### config.mk
export PLATFORM = sky130hd
export DESIGN_NAME = smooth_top
export DESIGN_NICKNAME = d
export VERILOG_FILES = /design/src/hw/smooth_pkg.sv /design/src/hw/frame_ram.sv /design/src/hw/window_buffer_3x3_datapath.sv /design/src/hw/sweep_ctrl.sv /design/src/hw/gauss_kernel_3x3.sv /design/src/hw/smooth_top.sv
export SDC_FILE = /design/constraint.sdc
export NUM_CORES = 1
export LEC_CHECK = 0
export ABC_AREA = 0
export BUFFER_PORTS_ARGS = -buffer_cell sky130_fd_sc_hd__buf_4
export CAP_MARGIN = 20
export CORE_ASPECT_RATIO = 0.8
export CORE_MARGIN = 1.5
export CORE_UTILIZATION = 30
export CTS_CLUSTER_DIAMETER = 80
export DETAILED_ROUTE_END_ITERATION = 8
export PLACE_DENSITY_LB_ADDON = 0.25
export SLEW_MARGIN = 20
export SYNTH_ARGS = -nofsm -noshare
export SYNTH_HDL_FRONTEND = slang
export SYNTH_SLANG_ARGS = --single-unit
### constraint.sdc
create_clock -name clk -period 3.5 [get_ports clk]
set_clock_uncertainty 0.15 [all_clocks]
set_input_delay 0.525 -clock clk [delete_from_list [all_inputs] [get_ports clk]]
set_output_delay 0.525 -clock clk [all_outputs]
set_load 0.05 [all_outputs]
### src/hw/smooth_pkg.sv
`default_nettype none

package smooth_pkg;

  // pixel format
  localparam int PIX_W = 8;

  // frame held in the on-chip store
  localparam int IMG_COLS = 8;
  localparam int IMG_ROWS = 6;

  // row major pixel address that must reach IMG_COLS*IMG_ROWS-1
  localparam int ADDR_W = 6;

  // frame sweep controller
  typedef enum logic [1:0] {
    IDLE,    // waiting for a start strobe
    SWEEP,   // issuing columns band by band
    DRAIN,   // letting the last windows leave the pipeline
    FINISH   // one cycle to raise done
  } sweep_state_t;

endpackage

`default_nettype wire

### src/hw/frame_ram.sv
`default_nettype none

module frame_ram
  import smooth_pkg::*;
(
  input  logic              clk,
  input  logic              wr_en_i,
  input  logic [ADDR_W-1:0] wr_addr_i,
  input  logic [PIX_W-1:0]  wr_data_i,
  input  logic [ADDR_W-1:0] rd_addr_a_i,
  input  logic [ADDR_W-1:0] rd_addr_b_i,
  input  logic [ADDR_W-1:0] rd_addr_c_i,
  output logic [PIX_W-1:0]  rd_data_a_o,
  output logic [PIX_W-1:0]  rd_data_b_o,
  output logic [PIX_W-1:0]  rd_data_c_o
);

  logic [PIX_W-1:0] mem_q [IMG_COLS*IMG_ROWS];  // whole frame, row major

  logic [PIX_W-1:0] rd_a_q;
  logic [PIX_W-1:0] rd_b_q;
  logic [PIX_W-1:0] rd_c_q;

  // host write port
  always_ff @(posedge clk) begin
    if (wr_en_i) begin
      mem_q[wr_addr_i] <= wr_data_i;
    end
  end

  // three registered read ports, one per row of the band
  // a read that collides with a write sees the old pixel
  always_ff @(posedge clk) begin
    rd_a_q <= mem_q[rd_addr_a_i];  // top row
    rd_b_q <= mem_q[rd_addr_b_i];  // middle row
    rd_c_q <= mem_q[rd_addr_c_i];  // bottom row
  end

  assign rd_data_a_o = rd_a_q;
  assign rd_data_b_o = rd_b_q;
  assign rd_data_c_o = rd_c_q;

endmodule

`default_nettype wire

### src/hw/window_buffer_3x3_datapath.sv
`default_nettype none

module window_buffer_3x3_datapath #(
  parameter int COLS = 5,
  parameter int ROWS = 5
) (
  input  logic       clk,
  input  logic       rst_n,
  input  logic       count_en,
  input  logic       progress_done,
  input  logic [7:0] S1_i,
  input  logic [7:0] S2_i,
  input  logic [7:0] S3_i,
  output logic [7:0] S1_o,
  output logic [7:0] S2_o,
  output logic [7:0] S3_o,
  output logic [7:0] S4_o,
  output logic [7:0] S5_o,
  output logic [7:0] S6_o,
  output logic [7:0] S7_o,
  output logic [7:0] S8_o,
  output logic [7:0] S9_o,
  output logic       i_col_eq_max,
  output logic       i_col_ge_threshold,
  output logic       i_row_eq_max
);

  localparam int CW = $clog2(COLS);
  localparam int RW = $clog2(ROWS);
  localparam logic [CW-1:0] WIN_LAST = CW'(COLS - 2);   // windows per band
  localparam logic [RW-1:0] BAND_LAST = RW'(ROWS - 3);  // index of the last band

  logic          progress_q;
  logic          progress_fall;
  logic [CW-1:0] win_cnt_q;
  logic [RW-1:0] row_cnt_q;

  logic [7:0] col_a_q;
  logic [7:0] col_b_q;
  logic [7:0] col_c_q;
  logic [7:0] row_a_q [3];  // index 0 holds the newest column
  logic [7:0] row_b_q [3];
  logic [7:0] row_c_q [3];

  always_ff @(posedge clk) begin
    if (!rst_n) begin
      progress_q <= 1'b0;
    end else begin
      progress_q <= progress_done;
    end
  end

  assign progress_fall = progress_q && !progress_done;  // end of a frame

  // the window counter wraps one cycle after the band's last window
  always_ff @(posedge clk) begin
    if (!rst_n) begin
      win_cnt_q <= '0;
    end else if (progress_fall || i_col_eq_max) begin
      win_cnt_q <= '0;
    end else if (count_en) begin
      win_cnt_q <= win_cnt_q + 1'b1;
    end
  end

  always_ff @(posedge clk) begin
    if (!rst_n) begin
      row_cnt_q <= '0;
    end else if (progress_fall) begin
      row_cnt_q <= '0;
    end else if (i_col_eq_max) begin
      row_cnt_q <= row_cnt_q + 1'b1;
    end
  end

  assign i_col_eq_max       = (win_cnt_q == WIN_LAST);
  assign i_col_ge_threshold = (win_cnt_q != '0);
  assign i_row_eq_max       = (row_cnt_q == BAND_LAST);

  // an input column register feeds three tap stages per row
  always_ff @(posedge clk) begin
    col_a_q    <= S1_i;
    col_b_q    <= S2_i;
    col_c_q    <= S3_i;
    row_a_q[0] <= col_a_q;
    row_b_q[0] <= col_b_q;
    row_c_q[0] <= col_c_q;
    for (int i = 1; i < 3; i++) begin
      row_a_q[i] <= row_a_q[i-1];
      row_b_q[i] <= row_b_q[i-1];
      row_c_q[i] <= row_c_q[i-1];
    end
  end

  assign S1_o = row_a_q[2];  // oldest column on the left
  assign S2_o = row_a_q[1];
  assign S3_o = row_a_q[0];
  assign S4_o = row_b_q[2];
  assign S5_o = row_b_q[1];
  assign S6_o = row_b_q[0];
  assign S7_o = row_c_q[2];
  assign S8_o = row_c_q[1];
  assign S9_o = row_c_q[0];

  // the controller must never enable a count on a full counter, or a window is lost
  a_win_cnt_bound: assert property (@(posedge clk) disable iff (!rst_n)
    count_en |-> (win_cnt_q < WIN_LAST));

endmodule

`default_nettype wire

### src/hw/sweep_ctrl.sv
`default_nettype none

module sweep_ctrl
  import smooth_pkg::*;
(
  input  logic              clk,
  input  logic              rst_n,
  input  logic              start_i,
  input  logic              col_last_i,
  input  logic              band_last_i,
  output logic [ADDR_W-1:0] rd_addr_a_o,
  output logic [ADDR_W-1:0] rd_addr_b_o,
  output logic [ADDR_W-1:0] rd_addr_c_o,
  output logic              count_en_o,
  output logic              progress_o,
  output logic              win_valid_o,
  output logic              busy_o,
  output logic              done_o
);

  sweep_state_t      state_q;
  logic [ADDR_W-1:0] col_q;    // column of the current band
  logic [ADDR_W-1:0] base_q;   // address of the band's top row
  logic [1:0]        drain_q;
  logic [2:0]        vld_q;    // ram read, datapath input, first tap stage
  logic              done_q;

  always_ff @(posedge clk) begin
    if (!rst_n) begin
      state_q <= IDLE;
      col_q   <= '0;
      base_q  <= '0;
      drain_q <= '0;
      done_q  <= 1'b0;
    end else begin
      done_q <= 1'b0;
      unique case (state_q)
        IDLE: begin
          if (start_i) begin
            state_q <= SWEEP;
            col_q   <= '0;
            base_q  <= '0;
          end
        end
        SWEEP: begin
          if (col_last_i && band_last_i) begin  // last band has wrapped
            state_q <= DRAIN;
            drain_q <= '0;
          end else if (col_q == ADDR_W'(IMG_COLS - 1)) begin
            col_q <= '0;
            if (!band_last_i) begin  // stay inside the frame on the final band
              base_q <= base_q + ADDR_W'(IMG_COLS);
            end
          end else begin
            col_q <= col_q + 1'b1;
          end
        end
        DRAIN: begin
          if (drain_q == 2'd2) begin
            state_q <= FINISH;
          end else begin
            drain_q <= drain_q + 1'b1;
          end
        end
        FINISH: begin
          state_q <= IDLE;
          done_q  <= 1'b1;
        end
      endcase
    end
  end

  // Column 2 onward closes a window. The valid line lines it up with the taps
  always_ff @(posedge clk) begin
    if (!rst_n) begin
      vld_q <= '0;
    end else begin
      vld_q <= {vld_q[1:0], count_en_o};
    end
  end

  assign rd_addr_a_o = base_q + col_q;
  assign rd_addr_b_o = base_q + col_q + ADDR_W'(IMG_COLS);
  assign rd_addr_c_o = base_q + col_q + ADDR_W'(2 * IMG_COLS);

  assign count_en_o  = (state_q == SWEEP) && (col_q >= ADDR_W'(2));
  assign progress_o  = (state_q == SWEEP) || (state_q == DRAIN);
  assign win_valid_o = vld_q[2];
  assign busy_o      = (state_q != IDLE);
  assign done_o      = done_q;

  // a start while busy must not rewind the sweep to the first band
  a_start_ignored: assert property (@(posedge clk) disable iff (!rst_n)
    (start_i && state_q != IDLE) |=> !(state_q == SWEEP && col_q == '0 && base_q == '0));

  a_done_pulse: assert property (@(posedge clk) disable iff (!rst_n)
    done_o |=> !done_o);

endmodule

`default_nettype wire

### src/hw/gauss_kernel_3x3.sv
`default_nettype none

module gauss_kernel_3x3
  import smooth_pkg::*;
(
  input  logic             clk,
  input  logic             rst_n,
  input  logic             valid_i,
  input  logic [PIX_W-1:0] tap1_i,
  input  logic [PIX_W-1:0] tap2_i,
  input  logic [PIX_W-1:0] tap3_i,
  input  logic [PIX_W-1:0] tap4_i,
  input  logic [PIX_W-1:0] tap5_i,
  input  logic [PIX_W-1:0] tap6_i,
  input  logic [PIX_W-1:0] tap7_i,
  input  logic [PIX_W-1:0] tap8_i,
  input  logic [PIX_W-1:0] tap9_i,
  output logic [PIX_W-1:0] pix_o,
  output logic             valid_o
);

  logic [PIX_W+1:0] top_row;   // 1-2-1 row sum of up to four pixels worth
  logic [PIX_W+1:0] mid_row;
  logic [PIX_W+1:0] bot_row;
  logic [PIX_W+1:0] top_q;
  logic [PIX_W+2:0] mid_q;     // middle row carries the extra weight of two
  logic [PIX_W+1:0] bot_q;
  logic [PIX_W+3:0] total;     // sixteen pixels worth at most
  logic [PIX_W-1:0] pix_q;
  logic             vld1_q;
  logic             vld2_q;

  assign top_row = {2'b00, tap1_i} + {1'b0, tap2_i, 1'b0} + {2'b00, tap3_i};
  assign mid_row = {2'b00, tap4_i} + {1'b0, tap5_i, 1'b0} + {2'b00, tap6_i};
  assign bot_row = {2'b00, tap7_i} + {1'b0, tap8_i, 1'b0} + {2'b00, tap9_i};

  always_ff @(posedge clk) begin
    top_q <= top_row;
    mid_q <= {mid_row, 1'b0};
    bot_q <= bot_row;
  end

  assign total = {2'b00, top_q} + {1'b0, mid_q} + {2'b00, bot_q};

  always_ff @(posedge clk) begin
    pix_q <= total[PIX_W+3:4];  // the weights sum to sixteen so the quotient fits a pixel
  end

  always_ff @(posedge clk) begin
    if (!rst_n) begin
      vld1_q <= 1'b0;
      vld2_q <= 1'b0;
    end else begin
      vld1_q <= valid_i;
      vld2_q <= vld1_q;
    end
  end

  assign pix_o   = pix_q;
  assign valid_o = vld2_q;

endmodule

`default_nettype wire

### src/hw/smooth_top.sv
`default_nettype none

module smooth_top
  import smooth_pkg::*;
(
  input  logic              clk,
  input  logic              rst_n,
  input  logic              wr_en_i,
  input  logic [ADDR_W-1:0] wr_addr_i,
  input  logic [PIX_W-1:0]  wr_data_i,
  input  logic              start_i,
  output logic [PIX_W-1:0]  pix_o,
  output logic              pix_valid_o,
  output logic              busy_o,
  output logic              done_o
);

  logic [ADDR_W-1:0] rd_addr_a;
  logic [ADDR_W-1:0] rd_addr_b;
  logic [ADDR_W-1:0] rd_addr_c;
  logic [PIX_W-1:0]  ram_a;
  logic [PIX_W-1:0]  ram_b;
  logic [PIX_W-1:0]  ram_c;
  logic              count_en;
  logic              progress_done;
  logic              win_valid;
  logic              col_last;
  logic              band_last;
  logic [PIX_W-1:0]  tap1;
  logic [PIX_W-1:0]  tap2;
  logic [PIX_W-1:0]  tap3;
  logic [PIX_W-1:0]  tap4;
  logic [PIX_W-1:0]  tap5;
  logic [PIX_W-1:0]  tap6;
  logic [PIX_W-1:0]  tap7;
  logic [PIX_W-1:0]  tap8;
  logic [PIX_W-1:0]  tap9;

  frame_ram u_ram (
    .clk         (clk),
    .wr_en_i     (wr_en_i),
    .wr_addr_i   (wr_addr_i),
    .wr_data_i   (wr_data_i),
    .rd_addr_a_i (rd_addr_a),
    .rd_addr_b_i (rd_addr_b),
    .rd_addr_c_i (rd_addr_c),
    .rd_data_a_o (ram_a),
    .rd_data_b_o (ram_b),
    .rd_data_c_o (ram_c)
  );

  sweep_ctrl u_ctrl (
    .clk         (clk),
    .rst_n       (rst_n),
    .start_i     (start_i),
    .col_last_i  (col_last),
    .band_last_i (band_last),
    .rd_addr_a_o (rd_addr_a),
    .rd_addr_b_o (rd_addr_b),
    .rd_addr_c_o (rd_addr_c),
    .count_en_o  (count_en),
    .progress_o  (progress_done),
    .win_valid_o (win_valid),
    .busy_o      (busy_o),
    .done_o      (done_o)
  );

  window_buffer_3x3_datapath #(
    .COLS (IMG_COLS),
    .ROWS (IMG_ROWS)
  ) u_window (
    .clk                (clk),
    .rst_n              (rst_n),
    .count_en           (count_en),
    .progress_done      (progress_done),
    .S1_i               (ram_a),
    .S2_i               (ram_b),
    .S3_i               (ram_c),
    .S1_o               (tap1),
    .S2_o               (tap2),
    .S3_o               (tap3),
    .S4_o               (tap4),
    .S5_o               (tap5),
    .S6_o               (tap6),
    .S7_o               (tap7),
    .S8_o               (tap8),
    .S9_o               (tap9),
    .i_col_eq_max       (col_last),
    .i_col_ge_threshold (),
    .i_row_eq_max       (band_last)
  );

  gauss_kernel_3x3 u_kernel (
    .clk     (clk),
    .rst_n   (rst_n),
    .valid_i (win_valid),
    .tap1_i  (tap1),
    .tap2_i  (tap2),
    .tap3_i  (tap3),
    .tap4_i  (tap4),
    .tap5_i  (tap5),
    .tap6_i  (tap6),
    .tap7_i  (tap7),
    .tap8_i  (tap8),
    .tap9_i  (tap9),
    .pix_o   (pix_o),
    .valid_o (pix_valid_o)
  );

endmodule

`default_nettype wire

### Word-level counts from Yosys, hierarchy flattened

Memory sizes are Yosys's and may differ from the RTL's. A register that Yosys moved wholly into a read port is not among the register bits.
Cells that the tools add are included.

* eq/ne operators: 14
* $add $sub $neg: 16
* reduce and logical (&&, ||, !) cells: 16
* mux-type cells: 18
* bitwise gates (word level): 1
* magnitude comparators: 1

Operator list (number)
* $mux W6: 6
* $add A10 B8 Y10: 3
* $add A8 B9 Y10: 3
* $pmux W6 S2: 2
* $add A10 B11 Y12: 1
* $add A12 B10 Y12: 1
* $add A6 B4 Y6 const B: 2
* $mux W2: 5
* $reduce_and A3 Y1: 3
* $ne A2 B2 Y1 const B: 4
* $pmux W2 S4: 1
* $add A3 B1 Y3 const B: 2
* $add A6 B1 Y6 const B: 1
* $add A6 B5 Y6 const B: 1
* $add A6 B6 Y6: 1
* $eq A2 B2 Y1 const B: 3
* $eq A6 B3 Y1 const B: 1
* $ge A6 B2 Y1 const B: 1
* $ne A2 B1 Y1 const B: 3
* $reduce_bool A2 Y1: 3
* $reduce_and A5 Y1: 1
* $pmux W2 S2: 1
* $reduce_or A2 Y1: 2
* $eq A3 B2 Y1 const B: 1
* 9 further kinds: 14

* input bits: 18
* register bits: 91
* bits in writable memories: 456
* memories: 4
* logic and storage cells: 88

Memory list
* u_ram.mem_q: words 48, bits a word 8, rd ports 3, clocked after Yosys merged registers in 3, wr ports 1, line frame_ram.sv:18 `logic [PIX_W-1:0] mem_q [IMG_COLS*IMG_ROWS];`
* u_window.row_a_q: words 3, bits a word 8, rd ports 3, clocked after Yosys merged registers in 0, wr ports 3, line window_buffer_3x3_datapath.sv:41 `logic [7:0] row_a_q [3];`
* u_window.row_b_q: words 3, bits a word 8, rd ports 3, clocked after Yosys merged registers in 0, wr ports 3, line window_buffer_3x3_datapath.sv:42 `logic [7:0] row_b_q [3];`
* u_window.row_c_q: words 3, bits a word 8, rd ports 3, clocked after Yosys merged registers in 0, wr ports 3, line window_buffer_3x3_datapath.sv:43 `logic [7:0] row_c_q [3];`

### Depth between registers and ports, before layout

* word-level depth: 6
* depth in mapped cells: 13
* gate-level depth less buffers: 10

### Modules after synthesis

Synthesis repeated with hierarchy kept, for this count alone.

* cell total of the unflattened synthesis: 1964
* area total of the unflattened synthesis: 28461.0 µm²

Modules (own cells, without submodules)
* frame_ram: cells an instance 1458, area an instance 22301.4 µm², instances 1
* gauss_kernel_3x3: cells an instance 247, area an instance 2782.7 µm², instances 1
* window_buffer_3x3_datapath: cells an instance 131, area an instance 2267.2 µm², instances 1
* sweep_ctrl: cells an instance 128, area an instance 1109.8 µm², instances 1

### Worst setup path before layout

No wires, ideal clock.

* kind: register -> register
* from: reg u_ctrl.col_q[3]
* to: reg u_ram.rd_b_q[6] (netlist: u_ram.rd_data_b_o[6]), read port of u_ram.mem_q
* setup time: 84 ps
* path buffers: 4
* cell stages (with the launch flop): 13
* data arrival time: 2596 ps
* required time: 3266 ps
* clock period less this slack: 2830 ps
* path slack: 670 ps
* path through: dfxtp_1 -> ha_1 -> a31oi_1 -> xnor2_1 -> clkbuf_1 -> clkbuf_1 -> ha_1 -> clkbuf_1 -> or2_2 -> buf_1 -> o22ai_1 -> nand2_1 -> o221ai_1

* longest elaborated chain between the ends: 2

RTL lines
* start, declared: line sweep_ctrl.sv:22 `logic [ADDR_W-1:0] col_q;`
* start signal, assigned: line sweep_ctrl.sv:55 `col_q <= col_q + 1'b1;`
* $add A6 B6 Y6: line sweep_ctrl.sv:83 `assign rd_addr_b_o = base_q + col_q + ADDR_W'(IMG_COLS);`
* $add A6 B4 Y6: line sweep_ctrl.sv:83
* end, declared: line frame_ram.sv:21 `logic [PIX_W-1:0] rd_b_q;`

No other way between the ends.
A chain may end at the register's enable or synchronous reset.

### Worst setup path in the final report

* from: reg u_ctrl.col_q[1]
* to: reg u_ram.rd_c_q[2] (netlist: u_ram.rd_data_c_o[2]), read port of u_ram.mem_q

* longest elaborated chain between the ends: 2

RTL lines
* $add A6 B6 Y6: line sweep_ctrl.sv:84 `assign rd_addr_c_o = base_q + col_q + ADDR_W'(2 * IMG_COLS);`
* $add A6 B5 Y6: line sweep_ctrl.sv:84
* end, declared: line frame_ram.sv:22 `logic [PIX_W-1:0] rd_c_q;`

No other way between the ends.

==> flow_summary.ini <==
[global_routing]
grt_start_max_net_pins = 49
grt_pass1_vias = 11200
antenna_found_initial = 2
grt_pass1_wl_microns = 70700
grt_usage = 0.125
grt_overflow = 0

[critical_path]
worstPathCellList = ha_4 -> buf_4 -> buf_4 -> mux4_1 -> mux2_2 -> mux2i_1 -> a21oi_1 -> a211o_1
critical_path.top_delay_family = multiplexers
worst-path-buf-inv = 2
cpMaxStageDelayCell = dfxtp_1
path_common_cell = buf_4
worst_path_largest_cell_delay_ns = 0.46
crit_type = reg2reg
cp.arrival_ns = 3.23
crit_required_ns = 3.85
critical_path.endpoint_type = flip-flop
path_max_fanout = 16
start_kind = flip-flop

[synthesis]
synth_cells = 1278
synthMostInstantiatedCell = edfxtp_1
synth_area_sq_um = 22100
synth_compound_area_frac = 0.0357
syn_area_per_cell_sq_um = 17.3
yosys.area_share.simple = 0.0419
yosys.area.top_type = edfxtp_1
ys_async_sr_fraction = 0
synthTopCellsByArea = edfxtp_1, dfxtp_1, mux4_2, mux4_1, ha_1
synth_seq_cells = 568
seq_area_frac_synth = 0.688
synthMuxAreaShare = 0.141
synth_top_area_frac = 0.522
yosysUniqueCellTypes = 48
synth_top_family_by_area = multiplexers
synth_fp_nets = 1382
synthXorXnorAreaFrac = 0.0146
synthAdderAreaFrac = 0.0599
synth_edf_count = 384
synthFlopType = edfxtp_1
yosys-top-cells-count = edfxtp_1, dfxtp_1, nor2_1, ha_1, mux4_2
yosysWarnings = 0

[sta]
min_period_over_period = 0.822
fin_setup_tns_ns = 0
setup_viol = 0
worstMarginPinSlew_ns = 1.04
fin_crit_ns = 2.88
finalMaxSlewViolations = 0
fin_hold_ws_ns = 0.0996
fmax_mhz = 348
rsz0062_at_grt = no
slew-limit-headroom = 0.303
final-hold-violation-count = 0

[floorplanning]
io_pins = 29
start_util = 0.305
dieArea_sq_um = 75400
die_w_microns = 307
die_h_microns = 246
rows = 88
core_sq_um = 72600

[clock_network]
clkTransAtPathRegs_ns = 0.06
post-cts-setup-buffer-count = 0
ctsLongestPathBuffers = 3
htreeDepth = 2
worst_skew_pair.late_latency_ns = 0.62
cts_resized = 0
cts_tree = yes
numCtsBuffers = 55
cts_hold_buffers = 0
clock_sinks = 568
cts_root_buf = clkbuf_16

[place]
place_congestion = 0.850
io_buffers = 28
dp_hpwl_microns = 30500

[power_and_ir_drop]
p_leak_nw = 8.75
powerDensity_nw_per_um2 = 863
peakVddDrop_mv = 0.373

[drt]
routed_via_density = 4.71
finalWirelength_microns = 46700
antenna_left = 0
drtIter0Drc = 774
vias = 11000
first_pass_iters = 4
route.detailed.drc = 0
post_drt_wl_per_cell_microns = 20.0

[outcome]
status = complete, no violations

[layout]
antenna_cells = 0
area_delta_synth_final_pct = 15.1
layout-drive-gt1-share = 0.175
fin_nets = 1451

[worst_hold_path]
hold_path_class = in2reg

[job]
drv_cap = 0
registers in the layout (all words and copies together), names as in the netlist, 3 cells and up:
name and count:
u_ram.mem_q 384, u_window.row_a_q 24, u_window.row_b_q 24, u_window.row_c_q 24, u_kernel.bot_q 10, u_kernel.mid_q 10
u_kernel.top_q 10, u_kernel.pix_o 8, u_ram.rd_data_a_o 8, u_ram.rd_data_b_o 8, u_ram.rd_data_c_o 8, u_window.col_a_q 8
u_window.col_b_q 8, u_window.col_c_q 8, u_ctrl.col_q 6, u_ctrl.base_q 3, u_ctrl.vld_q 3, u_window.row_cnt_q 3
u_window.win_cnt_q 3
cell families (layout without fill, tap and decap cells):
logic type               after synthesis  in the layout
AO/OA/AOI/OAI                        125            125
XOR/XNOR                              36             36
adder cells (fa/ha/maj)               86             86
buffers and inverters                 81            195
flip-flops                           568            568
multiplexers                         171            171
other                                  1              1
AND/OR/NAND/NOR                      210            210
area by class of cell:
type	count	area (sq um)
Tap cell	945	1180
Clock inverter	29	312
Sequential cell	568	15200
Clock buffer	73	1560
Timing Repair Buffer	66	558
Fill cell	6775	47100
Inverter	27	101
Multi-Input combinational cell	629	6530
final timing paths:
check	from	end	slack, ns	cells after the start
setup / recovery	u_ctrl.col_q[1]$_SDFFE_PN0P_	u_ram.rd_data_c_o[2]$_DFF_P_	0.62	8
hold reg to reg	u_window.col_c_q[7]$_DFF_P_	u_window.row_c_q[0][7]$_DFF_P_	0.17	0
setup reg to reg	u_ctrl.col_q[1]$_SDFFE_PN0P_	u_ram.rd_data_c_o[2]$_DFF_P_	0.62	8
hold / removal	rst_n	u_ctrl.state_q[0]$_SDFFE_PN0P_	0.1	3
power by group:
group          switching [W]  total (W)  internal [W]
Clock                0.00254    0.00612       0.00357
Combinational        0.00376    0.00697       0.00321
Sequential          0.000565    0.00889       0.00833
Total                0.00687     0.0220        0.0151
worst reg2reg max path, stage by stage (launching register included):
cell and delay, ns:
dfxtp_1 0.46, ha_4 0.29, buf_4 0.31, buf_4 0.32, mux4_1 0.32, mux2_2 0.34, mux2i_1 0.25, a21oi_1 0.07
a211o_1 0.24
cell usage in the layout, fill, tap and decap left out, types with 8 or more instances in the layout:
cell type,n
nand2b_1,11
fa_1,33
nand3_1,8
clkbuf_1,9
inv_1,27
dfxtp_1,183
and2_1,10
xor2_1,10
o221ai_1,8
nor2_1,111
a21oi_1,50
nor3_1,9
clkbuf_16,57
clkinv_1,8
mux4_1,44
edfxtp_1,384
mux4_2,52
mux2i_1,43
nor2b_1,9
o21ai_0,16
a211oi_1,9
buf_4,61
mux2_2,32
o22ai_1,8
ha_1,51
a21o_1,9
xnor2_1,22
nand2_1,39
a211o_1,8
per-layer routing:
layer / part of all wire / vias to the layer above / track usage
li1: - / 5047 / -
met1: 0.50 / 5662 / 0.183
met2: 0.44 / 228 / 0.189
met3: 0.050 / 67 / 0.0232
met4: 0.019 / 0 / 0.0347
met5: 0 / - / 0
stage by stage:
step | area, sq um | total power (W) | util | worst slack (ns) | std cells
floorplan | 22100 | 0.0142 | - | 0.670 | 1278
global placement | 23600 | 0.0160 | 0.325 | 0.627 | 2235
detailed placement | 23600 | 0.0162 | 0.325 | 0.593 | 2235
CTS | 25500 | 0.0223 | 0.351 | 0.553 | 2337
global route | 25500 | 0.0235 | 0.351 | 0.460 | 2337
finish | 25500 | 0.0220 | 0.351 | 0.624 | 2337
Note: power is estimated with default switching activity, not from simulation.
